File: src/hdl/ooo_dispatch_pkg.sv
package ooo_dispatch_pkg;

	localparam int ARCH_REGS = 32;
	localparam int REG_W = 5;

	// physical copies per architectural register
	localparam int RB = 4;
	localparam int RB_W = $clog2(RB);

	// renamed tag is {register, copy}
	localparam int TAG_W = REG_W + RB_W;

	localparam int PC_W = 32;
	localparam int IMM_W = 12;
	localparam int OP_W = 4;
	localparam int CLS_W = 3;

	// micro-instruction, msb first: cls, op, pc, imm, rd, rs1, rs2, has_rd
	localparam int INSTR_W = CLS_W + OP_W + PC_W + IMM_W + 3 * REG_W + 1;

	// reorder entry, msb first: pc, rd tag, has_rd, is_branch, is_store, is_csr, is_fence
	localparam int ROB_W = PC_W + TAG_W + 5;

	// issue entry, msb first: op, pc, imm, rd tag, rs1 tag, rs2 tag
	localparam int ISSUE_W = OP_W + PC_W + IMM_W + 3 * TAG_W;

	localparam int IQ_DEPTH = 4;
	localparam int ROB_DEPTH = 8;

	localparam logic [CLS_W-1:0] CLS_ALU = 3'd0;
	localparam logic [CLS_W-1:0] CLS_BRU = 3'd1;
	localparam logic [CLS_W-1:0] CLS_LU = 3'd2;
	localparam logic [CLS_W-1:0] CLS_SU = 3'd3;
	localparam logic [CLS_W-1:0] CLS_CSR = 3'd4;
	localparam logic [CLS_W-1:0] CLS_FENCE = 3'd5;

	// opcodes inside the fence class
	localparam logic [OP_W-1:0] OP_FENCE = 4'd0;
	localparam logic [OP_W-1:0] OP_FENCE_I = 4'd1;

	// set bits: 3 input, 2 output, 1 read, 0 write
	typedef union packed {
		logic [IMM_W-1:0] csr_addr;
		struct packed {
			logic [3:0] unused;
			logic [3:0] pred;
			logic [3:0] succ;
		} fence;
	} imm_u;

endpackage

File: src/hdl/dispatch.sv
`timescale 1ns/100ps

module dispatch (
	input  logic                                 clk,
	input  logic                                 arst_n,
	input  logic                                 iq_empty,
	input  logic [ooo_dispatch_pkg::INSTR_W-1:0] iq_head,
	output logic                                 iq_pop,
	input  logic                                 rob_full,
	output logic                                 rob_push,
	output logic [ooo_dispatch_pkg::ROB_W-1:0]   rob_info,
	input  logic                                 alu_full,
	input  logic                                 bru_full,
	input  logic                                 lu_full,
	input  logic                                 su_full,
	input  logic                                 csr_full,
	output logic                                 alu_push,
	output logic                                 bru_push,
	output logic                                 lu_push,
	output logic                                 su_push,
	output logic                                 csr_push,
	output logic [ooo_dispatch_pkg::ISSUE_W-1:0] issue_info,
	input  logic                                 su_empty,
	input  logic                                 lu_empty,
	input  logic                                 rel_valid,
	input  logic [ooo_dispatch_pkg::TAG_W-1:0]   rel_tag
);

	logic [ooo_dispatch_pkg::CLS_W-1:0] cls;
	logic [ooo_dispatch_pkg::OP_W-1:0]  op;
	logic [ooo_dispatch_pkg::PC_W-1:0]  pc;
	ooo_dispatch_pkg::imm_u             imm;
	logic [ooo_dispatch_pkg::REG_W-1:0] rd;
	logic [ooo_dispatch_pkg::REG_W-1:0] rs1;
	logic [ooo_dispatch_pkg::REG_W-1:0] rs2;
	logic                               has_rd;

	logic [ooo_dispatch_pkg::TAG_W-1:0] rd_tag;
	logic [ooo_dispatch_pkg::TAG_W-1:0] rs1_tag;
	logic [ooo_dispatch_pkg::TAG_W-1:0] rs2_tag;
	logic                               run_out;

	logic disp_ok;
	logic is_fence;
	logic is_fence_i;
	logic pred_s;
	logic pred_l;
	logic succ_s;
	logic succ_l;
	logic fence_hold;
	logic fence_go;

	assign {cls, op, pc, imm, rd, rs1, rs2, has_rd} = iq_head;

	assign disp_ok = ~iq_empty & ~rob_full & ~run_out;

	assign alu_push = disp_ok & (cls == ooo_dispatch_pkg::CLS_ALU) & ~alu_full;
	assign bru_push = disp_ok & (cls == ooo_dispatch_pkg::CLS_BRU) & ~bru_full;
	assign lu_push = disp_ok & (cls == ooo_dispatch_pkg::CLS_LU) & ~lu_full;
	assign su_push = disp_ok & (cls == ooo_dispatch_pkg::CLS_SU) & ~su_full;
	assign csr_push = disp_ok & (cls == ooo_dispatch_pkg::CLS_CSR) & ~csr_full;

	assign is_fence = (cls == ooo_dispatch_pkg::CLS_FENCE);
	assign is_fence_i = is_fence & (op == ooo_dispatch_pkg::OP_FENCE_I);

	// store side is o or w, read side is i or r
	assign pred_s = imm.fence.pred[2] | imm.fence.pred[0];
	assign pred_l = imm.fence.pred[3] | imm.fence.pred[1];
	assign succ_s = imm.fence.succ[2] | imm.fence.succ[0];
	assign succ_l = imm.fence.succ[3] | imm.fence.succ[1];

	// fence.i waits for both memory queues to drain
	assign fence_hold = is_fence_i ? (~su_empty | ~lu_empty) :
		((pred_s & succ_s & ~su_empty) | (pred_l & (succ_s | succ_l) & ~lu_empty));

	// a fence goes to the reorder buffer only
	assign fence_go = disp_ok & is_fence & ~fence_hold;

	assign iq_pop = alu_push | bru_push | lu_push | su_push | csr_push | fence_go;
	assign rob_push = iq_pop;

	assign rob_info = {
		pc, rd_tag, has_rd,
		cls == ooo_dispatch_pkg::CLS_BRU,
		cls == ooo_dispatch_pkg::CLS_SU,
		cls == ooo_dispatch_pkg::CLS_CSR,
		is_fence
	};

	assign issue_info = {op, pc, imm, rd_tag, rs1_tag, rs2_tag};

	rename u_rename (
		.clk       (clk),
		.arst_n    (arst_n),
		.rs1       (rs1),
		.rs2       (rs2),
		.rs1_tag   (rs1_tag),
		.rs2_tag   (rs2_tag),
		.rd        (rd),
		.rd_valid  (has_rd),
		.rd_alloc  (iq_pop),
		.rd_tag    (rd_tag),
		.run_out   (run_out),
		.rel_valid (rel_valid),
		.rel_tag   (rel_tag)
	);

endmodule

File: src/hdl/dispatch_fifo.sv
`timescale 1ns/100ps

module dispatch_fifo #(
	parameter int WIDTH = 8,
	parameter int DEPTH = 4
) (
	input  logic             clk,
	input  logic             arst_n,
	input  logic             push,
	output logic             full,
	input  logic [WIDTH-1:0] wdata,
	input  logic             pop,
	output logic             empty,
	output logic [WIDTH-1:0] rdata
);

	localparam int PTR_W = (DEPTH > 1) ? $clog2(DEPTH) : 1;
	localparam int CNT_W = $clog2(DEPTH + 1);

	logic [WIDTH-1:0] mem [DEPTH];
	logic [PTR_W-1:0] wr_ptr;
	logic [PTR_W-1:0] rd_ptr;
	logic [CNT_W-1:0] count;
	logic             do_push;
	logic             do_pop;

	function automatic logic [PTR_W-1:0] ptr_inc(input logic [PTR_W-1:0] ptr);
		if (ptr == PTR_W'(DEPTH - 1)) begin
			return '0;
		end
		return ptr + 1'b1;
	endfunction

	assign full = (count == CNT_W'(DEPTH));
	assign empty = (count == '0);
	assign do_push = push & ~full;
	assign do_pop = pop & ~empty;

	// head stays visible until popped
	assign rdata = mem[rd_ptr];

	always_ff @(posedge clk or negedge arst_n) begin
		if (!arst_n) begin
			wr_ptr <= '0;
			rd_ptr <= '0;
			count <= '0;
		end else begin
			if (do_push) begin
				wr_ptr <= ptr_inc(wr_ptr);
			end
			if (do_pop) begin
				rd_ptr <= ptr_inc(rd_ptr);
			end
			count <= count + CNT_W'(do_push) - CNT_W'(do_pop);
		end
	end

	always_ff @(posedge clk) begin
		if (do_push) begin
			mem[wr_ptr] <= wdata;
		end
	end

endmodule

File: src/hdl/dispatch_top.sv
`timescale 1ns/100ps

module dispatch_top (
	input  logic                                 clk,
	input  logic                                 arst_n,
	input  logic                                 instr_push,
	output logic                                 instr_full,
	input  logic [ooo_dispatch_pkg::INSTR_W-1:0] instr_word,
	input  logic                                 alu_pop,
	output logic                                 alu_empty,
	output logic [ooo_dispatch_pkg::ISSUE_W-1:0] alu_data,
	input  logic                                 bru_pop,
	output logic                                 bru_empty,
	output logic [ooo_dispatch_pkg::ISSUE_W-1:0] bru_data,
	input  logic                                 lu_pop,
	output logic                                 lu_empty,
	output logic [ooo_dispatch_pkg::ISSUE_W-1:0] lu_data,
	input  logic                                 su_pop,
	output logic                                 su_empty,
	output logic [ooo_dispatch_pkg::ISSUE_W-1:0] su_data,
	input  logic                                 csr_pop,
	output logic                                 csr_empty,
	output logic [ooo_dispatch_pkg::ISSUE_W-1:0] csr_data,
	input  logic                                 rob_pop,
	output logic                                 rob_empty,
	output logic [ooo_dispatch_pkg::ROB_W-1:0]   rob_head
);

	localparam int ROB_W = ooo_dispatch_pkg::ROB_W;
	localparam int PC_W = ooo_dispatch_pkg::PC_W;
	localparam int TAG_W = ooo_dispatch_pkg::TAG_W;
	localparam int ISSUE_W = ooo_dispatch_pkg::ISSUE_W;
	localparam int IQ_DEPTH = ooo_dispatch_pkg::IQ_DEPTH;

	logic                                 iq_empty;
	logic [ooo_dispatch_pkg::INSTR_W-1:0] iq_head;
	logic                                 iq_pop;
	logic                                 rob_full;
	logic                                 rob_push;
	logic [ROB_W-1:0]                     rob_info;
	logic                                 alu_full;
	logic                                 bru_full;
	logic                                 lu_full;
	logic                                 su_full;
	logic                                 csr_full;
	logic                                 alu_push;
	logic                                 bru_push;
	logic                                 lu_push;
	logic                                 su_push;
	logic                                 csr_push;
	logic [ISSUE_W-1:0]                   issue_info;
	logic                                 rel_valid;
	logic [TAG_W-1:0]                     rel_tag;

	// retire releases the rd tag of the popped reorder entry
	assign rel_tag = rob_head[ROB_W-PC_W-1 -: TAG_W];
	assign rel_valid = rob_pop & ~rob_empty & rob_head[ROB_W-PC_W-TAG_W-1];

	dispatch_fifo #(.WIDTH(ooo_dispatch_pkg::INSTR_W), .DEPTH(IQ_DEPTH)) u_iq (
		.clk(clk), .arst_n(arst_n),
		.push(instr_push), .full(instr_full), .wdata(instr_word),
		.pop(iq_pop), .empty(iq_empty), .rdata(iq_head)
	);

	dispatch_fifo #(.WIDTH(ISSUE_W), .DEPTH(IQ_DEPTH)) u_alu_q (
		.clk(clk), .arst_n(arst_n),
		.push(alu_push), .full(alu_full), .wdata(issue_info),
		.pop(alu_pop), .empty(alu_empty), .rdata(alu_data)
	);

	dispatch_fifo #(.WIDTH(ISSUE_W), .DEPTH(IQ_DEPTH)) u_bru_q (
		.clk(clk), .arst_n(arst_n),
		.push(bru_push), .full(bru_full), .wdata(issue_info),
		.pop(bru_pop), .empty(bru_empty), .rdata(bru_data)
	);

	dispatch_fifo #(.WIDTH(ISSUE_W), .DEPTH(IQ_DEPTH)) u_lu_q (
		.clk(clk), .arst_n(arst_n),
		.push(lu_push), .full(lu_full), .wdata(issue_info),
		.pop(lu_pop), .empty(lu_empty), .rdata(lu_data)
	);

	dispatch_fifo #(.WIDTH(ISSUE_W), .DEPTH(IQ_DEPTH)) u_su_q (
		.clk(clk), .arst_n(arst_n),
		.push(su_push), .full(su_full), .wdata(issue_info),
		.pop(su_pop), .empty(su_empty), .rdata(su_data)
	);

	dispatch_fifo #(.WIDTH(ISSUE_W), .DEPTH(IQ_DEPTH)) u_csr_q (
		.clk(clk), .arst_n(arst_n),
		.push(csr_push), .full(csr_full), .wdata(issue_info),
		.pop(csr_pop), .empty(csr_empty), .rdata(csr_data)
	);

	dispatch_fifo #(.WIDTH(ROB_W), .DEPTH(ooo_dispatch_pkg::ROB_DEPTH)) u_rob (
		.clk(clk), .arst_n(arst_n),
		.push(rob_push), .full(rob_full), .wdata(rob_info),
		.pop(rob_pop), .empty(rob_empty), .rdata(rob_head)
	);

	dispatch u_dispatch (
		.clk        (clk),
		.arst_n     (arst_n),
		.iq_empty   (iq_empty),
		.iq_head    (iq_head),
		.iq_pop     (iq_pop),
		.rob_full   (rob_full),
		.rob_push   (rob_push),
		.rob_info   (rob_info),
		.alu_full   (alu_full),
		.bru_full   (bru_full),
		.lu_full    (lu_full),
		.su_full    (su_full),
		.csr_full   (csr_full),
		.alu_push   (alu_push),
		.bru_push   (bru_push),
		.lu_push    (lu_push),
		.su_push    (su_push),
		.csr_push   (csr_push),
		.issue_info (issue_info),
		.su_empty   (su_empty),
		.lu_empty   (lu_empty),
		.rel_valid  (rel_valid),
		.rel_tag    (rel_tag)
	);

endmodule

File: src/hdl/rename.sv
`timescale 1ns/100ps

module rename (
	input  logic                               clk,
	input  logic                               arst_n,
	input  logic [ooo_dispatch_pkg::REG_W-1:0] rs1,
	input  logic [ooo_dispatch_pkg::REG_W-1:0] rs2,
	output logic [ooo_dispatch_pkg::TAG_W-1:0] rs1_tag,
	output logic [ooo_dispatch_pkg::TAG_W-1:0] rs2_tag,
	input  logic [ooo_dispatch_pkg::REG_W-1:0] rd,
	input  logic                               rd_valid,
	input  logic                               rd_alloc,
	output logic [ooo_dispatch_pkg::TAG_W-1:0] rd_tag,
	output logic                               run_out,
	input  logic                               rel_valid,
	input  logic [ooo_dispatch_pkg::TAG_W-1:0] rel_tag
);

	localparam int REG_W = ooo_dispatch_pkg::REG_W;
	localparam int RB_W = ooo_dispatch_pkg::RB_W;
	localparam int RB = ooo_dispatch_pkg::RB;
	localparam int TAG_W = ooo_dispatch_pkg::TAG_W;

	// active copy and in-use mask per architectural register
	logic [RB_W-1:0] act [ooo_dispatch_pkg::ARCH_REGS];
	logic [RB-1:0]   used [ooo_dispatch_pkg::ARCH_REGS];

	logic [RB_W-1:0]  rd_next;
	logic [REG_W-1:0] rel_reg;
	logic [RB_W-1:0]  rel_prev;

	assign rs1_tag = {rs1, act[rs1]};
	assign rs2_tag = {rs2, act[rs2]};

	// round robin, RB is a power of two so the copy index wraps by itself
	assign rd_next = act[rd] + 1'b1;
	assign rd_tag = {rd, rd_next};
	assign run_out = rd_valid & used[rd][rd_next];

	// a retiring write makes the copy it replaced dead,
	// copies are allocated and retired in order per register
	assign rel_reg = rel_tag[TAG_W-1 -: REG_W];
	assign rel_prev = rel_tag[RB_W-1:0] - 1'b1;

	always_ff @(posedge clk or negedge arst_n) begin
		if (!arst_n) begin
			for (int i = 0; i < ooo_dispatch_pkg::ARCH_REGS; i++) begin
				act[i] <= '0;
				used[i] <= RB'(1);
			end
		end else begin
			if (rel_valid) begin
				used[rel_reg][rel_prev] <= 1'b0;
			end
			if (rd_alloc & rd_valid) begin
				act[rd] <= rd_next;
				used[rd][rd_next] <= 1'b1;
			end
		end
	end

endmodule

File: config.mk
export PLATFORM = sky130hd
export DESIGN_NAME = dispatch_top
export DESIGN_NICKNAME = d
export VERILOG_FILES = /design/src/hdl/ooo_dispatch_pkg.sv /design/src/hdl/dispatch.sv /design/src/hdl/dispatch_fifo.sv /design/src/hdl/dispatch_top.sv /design/src/hdl/rename.sv
export SDC_FILE = /design/constraint.sdc
export NUM_CORES = 2
export LEC_CHECK = 0
export ABC_AREA = 1
export BUFFER_PORTS_ARGS = -buffer_cell sky130_fd_sc_hd__buf_2
export CORE_ASPECT_RATIO = 1.25
export CORE_MARGIN = 5
export CORE_UTILIZATION = 55
export DETAILED_ROUTE_END_ITERATION = 7
export PLACE_DENSITY = 0.73
export SETUP_SLACK_MARGIN = 0.15
export SLEW_MARGIN = 20
export SYNTH_ARGS = -nofsm -noshare
export SYNTH_HDL_FRONTEND = slang
export SYNTH_SLANG_ARGS = --single-unit
File: constraint.sdc
create_clock -name clk -period 9.8 [get_ports clk]
set_input_delay 1.47 -clock clk [delete_from_list [all_inputs] [get_ports clk]]
set_output_delay 1.47 -clock clk [all_outputs]
set_load 0.01 [all_outputs]
# == After elaboration in Yosys (flattened, before gate mapping) ==
# Memory sizes are Yosys's and may differ from the RTL's.
# Index checks and enable logic that the tools add are counted.
# W data, S select, Z words.
# classes
add_sub_neg,30
n_mul,0
div,0
magnitude_cmp,10
n_eq_ne,27
n_shift,0
mux,98
bitwise_logic,71
n_reduce_logical,12
# op_table
cell,n
$mux W128,2
$and A128 B128 Y128,1
$not A128 Y128,1
$or A128 B128 Y128,1
$bwmux W64,1
$mux W2,31
$mux W1,46
$demux W4 S5,2
$and A1 B1 Y1,36
$bmux W2 S5,3
$eq A3 B3 Y1 const B,10
$add A2 B1 Y2 const B,13
$eq A2 B2 Y1 const B,12
$ge A6 B6 Y1 const B,4
$not A5 Y6,4
$logic_not A3 Y1,7
$bmux W4 S5,1
$add A3 B1 Y3,6
$sub A3 B1 Y3,6
$mux W4,4
$not A1 Y1,16
$lt A6 B1 Y1 const B,2
$mux W3,4
$or A1 B1 Y1,12
15 further kinds,23
# word_totals
regBits,244
latchBits,0
ramBits,2000
rom_bits,0
inputBits,76
output_inout_bits,396
memories,7
# mem_list
name,depth,width,rd,rd_ports_with_merged_regs,wr,line,rtl
u_rob.mem,8,44,1,0,1,dispatch_fifo.sv:20,logic [WIDTH-1:0] mem [DEPTH];
u_alu_q.mem,4,69,1,0,1,dispatch_fifo.sv:20,
u_bru_q.mem,4,69,1,0,1,dispatch_fifo.sv:20,
u_csr_q.mem,4,69,1,0,1,dispatch_fifo.sv:20,
u_lu_q.mem,4,69,1,0,1,dispatch_fifo.sv:20,
u_su_q.mem,4,69,1,0,1,dispatch_fifo.sv:20,
+1 memories,n/a,n/a,n/a,n/a,n/a,n/a,

# == Depth between registers and ports, before layout ==
# An unclocked memory read counts as a cell.
# depth
ltp_word,21
mapped_depth,30

# == Cells and area by module ==
# Synthesis repeated with hierarchy kept, for this count alone.
# unflattened
hier_cells,8363
area_unflattened_um2,98149.1
# by_module_without_submodules
mod,n_inst,cells_each,area_per_inst_um2,seq_area_each_um2
dispatch_fifo (u_alu_q ...),5,863,11891.4,8463.1
dispatch_fifo (u_rob),1,1599,15937.8,10820.4
dispatch_fifo (u_iq),1,840,11143.2,8222.9
rename,1,1463,10675.2,4844.6
dispatch,1,144,925.9,0.0
dispatch_top,1,2,10.0,0.0

# == Worst setup path after synthesis ==
# Ideal clock, no wire load.
# synth_path
kind,register to register
from,register u_iq.rd_ptr[0]
to,memory u_alu_q.mem[0][0] in the netlist's numbering (enable)
arrival_time_ns,7.066
required_time_ns,9.304
path_slack_ns,2.238
path_stages_with_launch,27
n_path_buf,5
synth_period_minus_slack_ns,7.562
cell_sequence,dfrtp_1 -> buf_6 -> inv_4 -> nand2_1 -> nand3_2 -> nand2_2 -> buf_4 -> buf_2 -> inv_1 -> nor2_1 -> inv_1 -> clkbuf_1 -> o22ai_1 -> o21ai_0 -> nand2_1 -> nor4_1 -> ha_1 -> buf_1 -> inv_1 -> a21oi_1 -> nand3_1 -> nand3_1 -> nand3_2 -> nand2_1 -> nor2_2 -> inv_1 -> nor2_1
# synth_via
elab_chain_len,16
elab_cells_between_ends,20
cone_classes,add/sub (1); mux (10); bitwise (7); reduce/logical (1); memory (1)
# synth_rtl
item,line,rtl
start: declaration,dispatch_fifo.sv:22,logic [PTR_W-1:0] rd_ptr;
start signal: assignment,dispatch_fifo.sv:52,rd_ptr <= ptr_inc(rd_ptr);
$mem_v2 Z4 W67,n/a,
"via iq_head, one bit",dispatch_top.sv:36,logic [ooo_dispatch_pkg::INSTR_W-1:0] iq_head;
$not A5 Y6 (implied by the code),rename.sv:36,assign rd_next = act[rd] + 1'b1;
$bmux W2 S5,rename.sv:36,
$mux W2 (implied by the code) (2 in series),rename.sv:36,
$add A2 B1 Y2,rename.sv:36,
via issue_info[15],dispatch_top.sv:51,logic [ISSUE_W-1:0] issue_info;
$bmux W1 S2,rename.sv:38,assign run_out = rd_valid & used[rd][rd_next];
$mux W1 (implied by the code),rename.sv:38,
$and A1 B1 Y1,rename.sv:38,
$not A1 Y1,dispatch.sv:55,assign disp_ok = ~iq_empty & ~rob_full & ~run_out;
$and A1 B1 Y1,dispatch.sv:55,
$and A1 B1 Y1 (2 in series),dispatch.sv:57,assign alu_push = disp_ok & (cls == ooo_dispatch_pkg::CLS_ALU) & ~alu_full;
$and A1 B1 Y1,dispatch_fifo.sv:36,assign do_push = push & ~full;
via u_alu_q.do_push,dispatch_fifo.sv:24,logic do_push;
$mux W1,dispatch_fifo.sv:59,if (do_push) begin
$mux W1 (implied by the code),dispatch_fifo.sv:60,mem[wr_ptr] <= wdata;
end: declaration,dispatch_fifo.sv:20,
# The timed path passes the listed nets, and every way through them passes these cells. The select of a mux whose other input is x is not followed.

# == Worst setup path after layout ==
# layout_path
from,register u_iq.rd_ptr[0]
to,memory u_rob.mem[1][41] in the netlist's numbering (enable)
# layout_via
elab_chain_len,21
elab_cells_between_ends,54
cone_classes,add/sub (1); eq/ne (6); mux (11); bitwise (34); reduce/logical (1); memory (1)
# layout_rtl
item,line,rtl
$mem_v2 Z4 W67 (*),n/a,
$not A5 Y6 (implied by the code) (*),rename.sv:36,
$bmux W2 S5 (*),rename.sv:36,
$mux W2 (implied by the code) (*) (2 in series),rename.sv:36,
$add A2 B1 Y2 (*),rename.sv:36,
via issue_info[15],dispatch_top.sv:51,
$bmux W1 S2 (*),rename.sv:38,
$mux W1 (implied by the code) (*),rename.sv:38,
$and A1 B1 Y1 (*),rename.sv:38,
$not A1 Y1 (*),dispatch.sv:55,
$and A1 B1 Y1 (*),dispatch.sv:55,
"$and A1 B1 Y1, on equally long branches (2 in series)","dispatch.sv:57, dispatch.sv:58",
$or A1 B1 Y1 (4 in series),dispatch.sv:79,assign iq_pop = alu_push | bru_push | lu_push | su_push | csr_push | fence_go;
$or A1 B1 Y1 (*),dispatch.sv:79,
$and A1 B1 Y1 (*),dispatch_fifo.sv:36,
$mux W1 (*),dispatch_fifo.sv:59,
$mux W1 (implied by the code) (*),dispatch_fifo.sv:60,
end: declaration,dispatch_fifo.sv:20,
# Mark *: on every way through the listed nets, which the timed path passes. The rest lies on a longest branch. The select of a mux whose other input is x is not followed.

==> summary.txt <==
Synthesis
  • Synth async-reset ratio: 10.87%
  • Most frequent cells after synthesis: sky130_fd_sc_hd__edfxtp_1, sky130_fd_sc_hd__nor2_1, sky130_fd_sc_hd__o21ai_0
  • Leading cell type by number of instances after synthesis: sky130_fd_sc_hd__edfxtp_1
  • Post-synthesis sequential element count: about 2.2k
  • Sequential area share after synthesis: 73.94%
  • Cell area after synthesis: 89530 sq um
  • Gate count of the mapped netlist: between 7k and 8k
  • Leading post-synthesis cells by cell area: sky130_fd_sc_hd__edfxtp_1, sky130_fd_sc_hd__o21ai_0, sky130_fd_sc_hd__dfrtp_1
  • Synthesized net count: between 7k and 8k
  • Dominant register cell in the synthesized netlist: sky130_fd_sc_hd__edfxtp_1
  • Number of warnings reported in the yosys synthesis log: 0
  • Number of distinct standard cells referenced by the synthesized netlist: 44
  • Number of enable flip-flop cells after synthesis: 2000
  • Post-synth top area cell: sky130_fd_sc_hd__edfxtp_1
  • Portion of synthesized cell area occupied by the leading cell type: about two thirds
  • Mean area per synthesized cell: 12.42 sq um

STA
  • Layout Skew: 0.03844 ns
  • Total of endpoints with negative setup slack in the final report: 0
  • Tightest slew margin relative to the limit: about 20%
  • Final max-slew violation count: 0
  • Actual transition at the worst max-transition pin: 1.208 ns
  • Minimum setup slack in the final design: 2.432 ns
  • Final Hold Vio Count: 0
  • Setup repair after global routing missed its margin: false
  • WHS: 0.4843 ns
  • Fraction of the cycle the final worst path needs: 75.18%
  • Min Tclk post-route: 7.368 ns
  • Total Neg Setup Slack: 0 ns
  • Max Clk Rate: 135.7 MHz

Placed design
  • Routability congestion estimate from global placement: 0.9686
  • Setup slack after placement: 2.556 ns
  • Detail Placement HPWL: 166000 um
  • Port Buf Inserts: roughly 470

Global route
  • Pin count of the biggest net entering global routing: 139
  • First-pass GRT wire length: 385800 um
  • GRT Overall Usage: 30.85%
  • Antenna violations before repair: between 40 and 50
  • Total global routing overflow: 0
  • Number of global-route vias before repair: 57.81k

Worst setup path
  • Type of the worst setup path: flip-flop to flip-flop
  • Kind of end point of the critical path: flip-flop
  • CP max stage delay: 0.99 ns
  • Critical path's slowest cell: sky130_fd_sc_hd__dfrtp_4
  • WP data required: 10.31 ns
  • Worst R2R Setup Slack: 2.43 ns
  • Maximum fanout count along the critical path: 72
  • Startpoint kind of the worst setup timing path: flip-flop
  • CP cell instances: inv_4 -> nand2_1 -> nand3_2 -> nand2_4 -> nor2_1 -> inv_1 -> o22ai_1 -> o21ai_0 -> nand2_1 -> nor4_1 -> ha_2 -> inv_1 -> a21oi_1 -> nand3_1 -> nand3_1 -> nand3_2 -> nand3_2 -> inv_1 -> nand2_1 -> nor2_4 -> buf_4
  • Critical path arrival: 7.88 ns

Status
  • Run status: finished, final reports clean

CTS
  • TritonCTS clock tree: built
  • Cts-stage hold buffer count: 0
  • Buffers from clock root to sink, at most: 3
  • CTS root buffer: sky130_fd_sc_hd__clkbuf_16
  • CTS H-Tree Depth: 4
  • Post-CTS setup buffers: 0
  • Clock latency on the worst-skew pair: 0.85 ns
  • Clock Pin Slew Worst Setup and Hold Paths: 0.06 ns
  • Clk sinks: 2244
  • Number of instances resized during post-cts repair: 0
  • Number of buffers inserted during clock tree synthesis: 202

Routing
  • WL per Instance: 27.04 um
  • Detailed-route vias per instance: ~6.2
  • Number of optimization iterations in the first detailed-route pass: 8
  • Number of routed nets with antenna violations: 0
  • Number of vias after detailed routing: 61.66k
  • Iteration-0 DRC Markers: 9103
  • Number of DRC violations after detailed routing: 0
  • Total routed wirelength: 269300 um

Final layout
  • Number of fill cells: approximately 12k
  • Proportion of layout cells with a drive suffix above 1: between 10 and 15%
  • Area overhead of the layout relative to synthesis: 13.53%
  • Post-layout nets: about 7.7k

Floorplanning
  • Std-Cell Core Area: 161900 sq um
  • Top-Level Pins: 472
  • Rows: 165
  • Initial Util: 55.32%
  • Width of the chip: 370.9 um
  • DIE AREA: 171000 sq um
  • Die outline height: between 400 and 500 um

Pwr
  • Overall Power: 40.33 mW
  • Peak supply drop: 0.0006190 V
  • Power per cell area: 396.7 nW/um^2
  • Leakage: 35.42 nW

Hold path
  • HP Class: flip-flop to flip-flop

Run
  • Max capacitance violation total: 0
-- layout by cell type, fill, tap and decap left out, drive strengths merged, types with 62 or more instances in the layout --
master  count
a21oi      62
buf       618
clkbuf    256
clkinv     91
dfrtp     212
edfxtp   2000
inv       323
nand2     752
nand3     119
nor2     1275
o21ai    1261
o21bai     64
o22ai     455
-- final cells by class --
type                       instances  area (sq um)  share of cell area (%)
antenna                           13         32.53                 0.03200
multi-input combinational       4212         21140                   20.79
sequential                      2244         66240                   65.16
timing repair buffer             618          3659                   3.599
clock buffer                     256          5376                   5.289
clock inverter                   122          1270                   1.249
tap                             2171          2716                   2.672
inverter                         321          1225                   1.205
-- per-layer routing --
layer	GRT usage, %	wire [um]
met3	8.148	33690
met1	42.31	99920
met5	0	209
met2	47.89	124000
met4	11.77	11510
-- worst max-delay path, delay by kind of cell, from the launching register on --
kind                       cells  cell delay (ns)
AOI/OAI and AO/OA              3             0.42
adders and majority gates      1             0.52
buffers and inverters          5             1.65
DFF                            1             0.99
and+or+nand+nor               12             3.38
-- kinds of logic after synthesis --
family                   share of synthesized area [%]
AO/OA/AOI/OAI                                    11.86
XOR/XNOR                                        0.1370
AND/OR/NAND/NOR                                  9.806
adder cells (fa/ha/maj)                         0.9391
flip-flops                                       73.94
buffers and inverters                            3.316
-- stage by stage --
stage | utilization, % | instances | cell area (sq um)
finish | 62.80 | 9957 | 101700
global route | 62.79 | 9946 | 101600
CTS | 62.62 | 9934 | 101400
detailed placement | 58.51 | 9556 | 94710
global placement | 58.50 | 9556 | 94690
floorplan | - | 7211 | 89530
-- power breakdown --
group / switching [mW] / internal (mW) / total, mW
Sequential: 0.816 / 14.3 / 15.1
Clock: 3.48 / 4.47 / 7.96
Combinational: 13.4 / 3.87 / 17.3
Total: 17.7 / 22.6 / 40.3
-- final timing paths --
check / to / cells past startpoint / startpoint
min reg2reg: u_dispatch.u_rename.used[8]$_DFF_PN1_ / 2 / u_dispatch.u_rename.used[8]$_DFF_PN1_
max in group asynchronous: u_csr_q.rd_ptr[0]$_DFFE_PN0P_ / 2 / arst_n
max: u_rob.mem[1][41]$_DFFE_PP_ / 21 / u_iq.rd_ptr[0]$_DFFE_PN0P_
min: u_dispatch.u_rename.used[8]$_DFF_PN1_ / 2 / u_dispatch.u_rename.used[8]$_DFF_PN1_
max reg2reg: u_rob.mem[1][41]$_DFFE_PP_ / 21 / u_iq.rd_ptr[0]$_DFFE_PN0P_
min in group asynchronous: u_dispatch.u_rename.act[53]$_DFFE_PN0P_ / 1 / arst_n
-- registers in the layout, summed over array words and instances, names as in the netlist, 4 cells and up --
register                  cells
u_rob.mem                   352
u_alu_q.mem                 276
u_bru_q.mem                 276
u_csr_q.mem                 276
u_lu_q.mem                  276
u_su_q.mem                  276
u_iq.mem                    268
u_dispatch.u_rename.used    128
u_dispatch.u_rename.act      64
u_rob.count                   4
No activity file was read; power rests on OpenSTA's default activity.
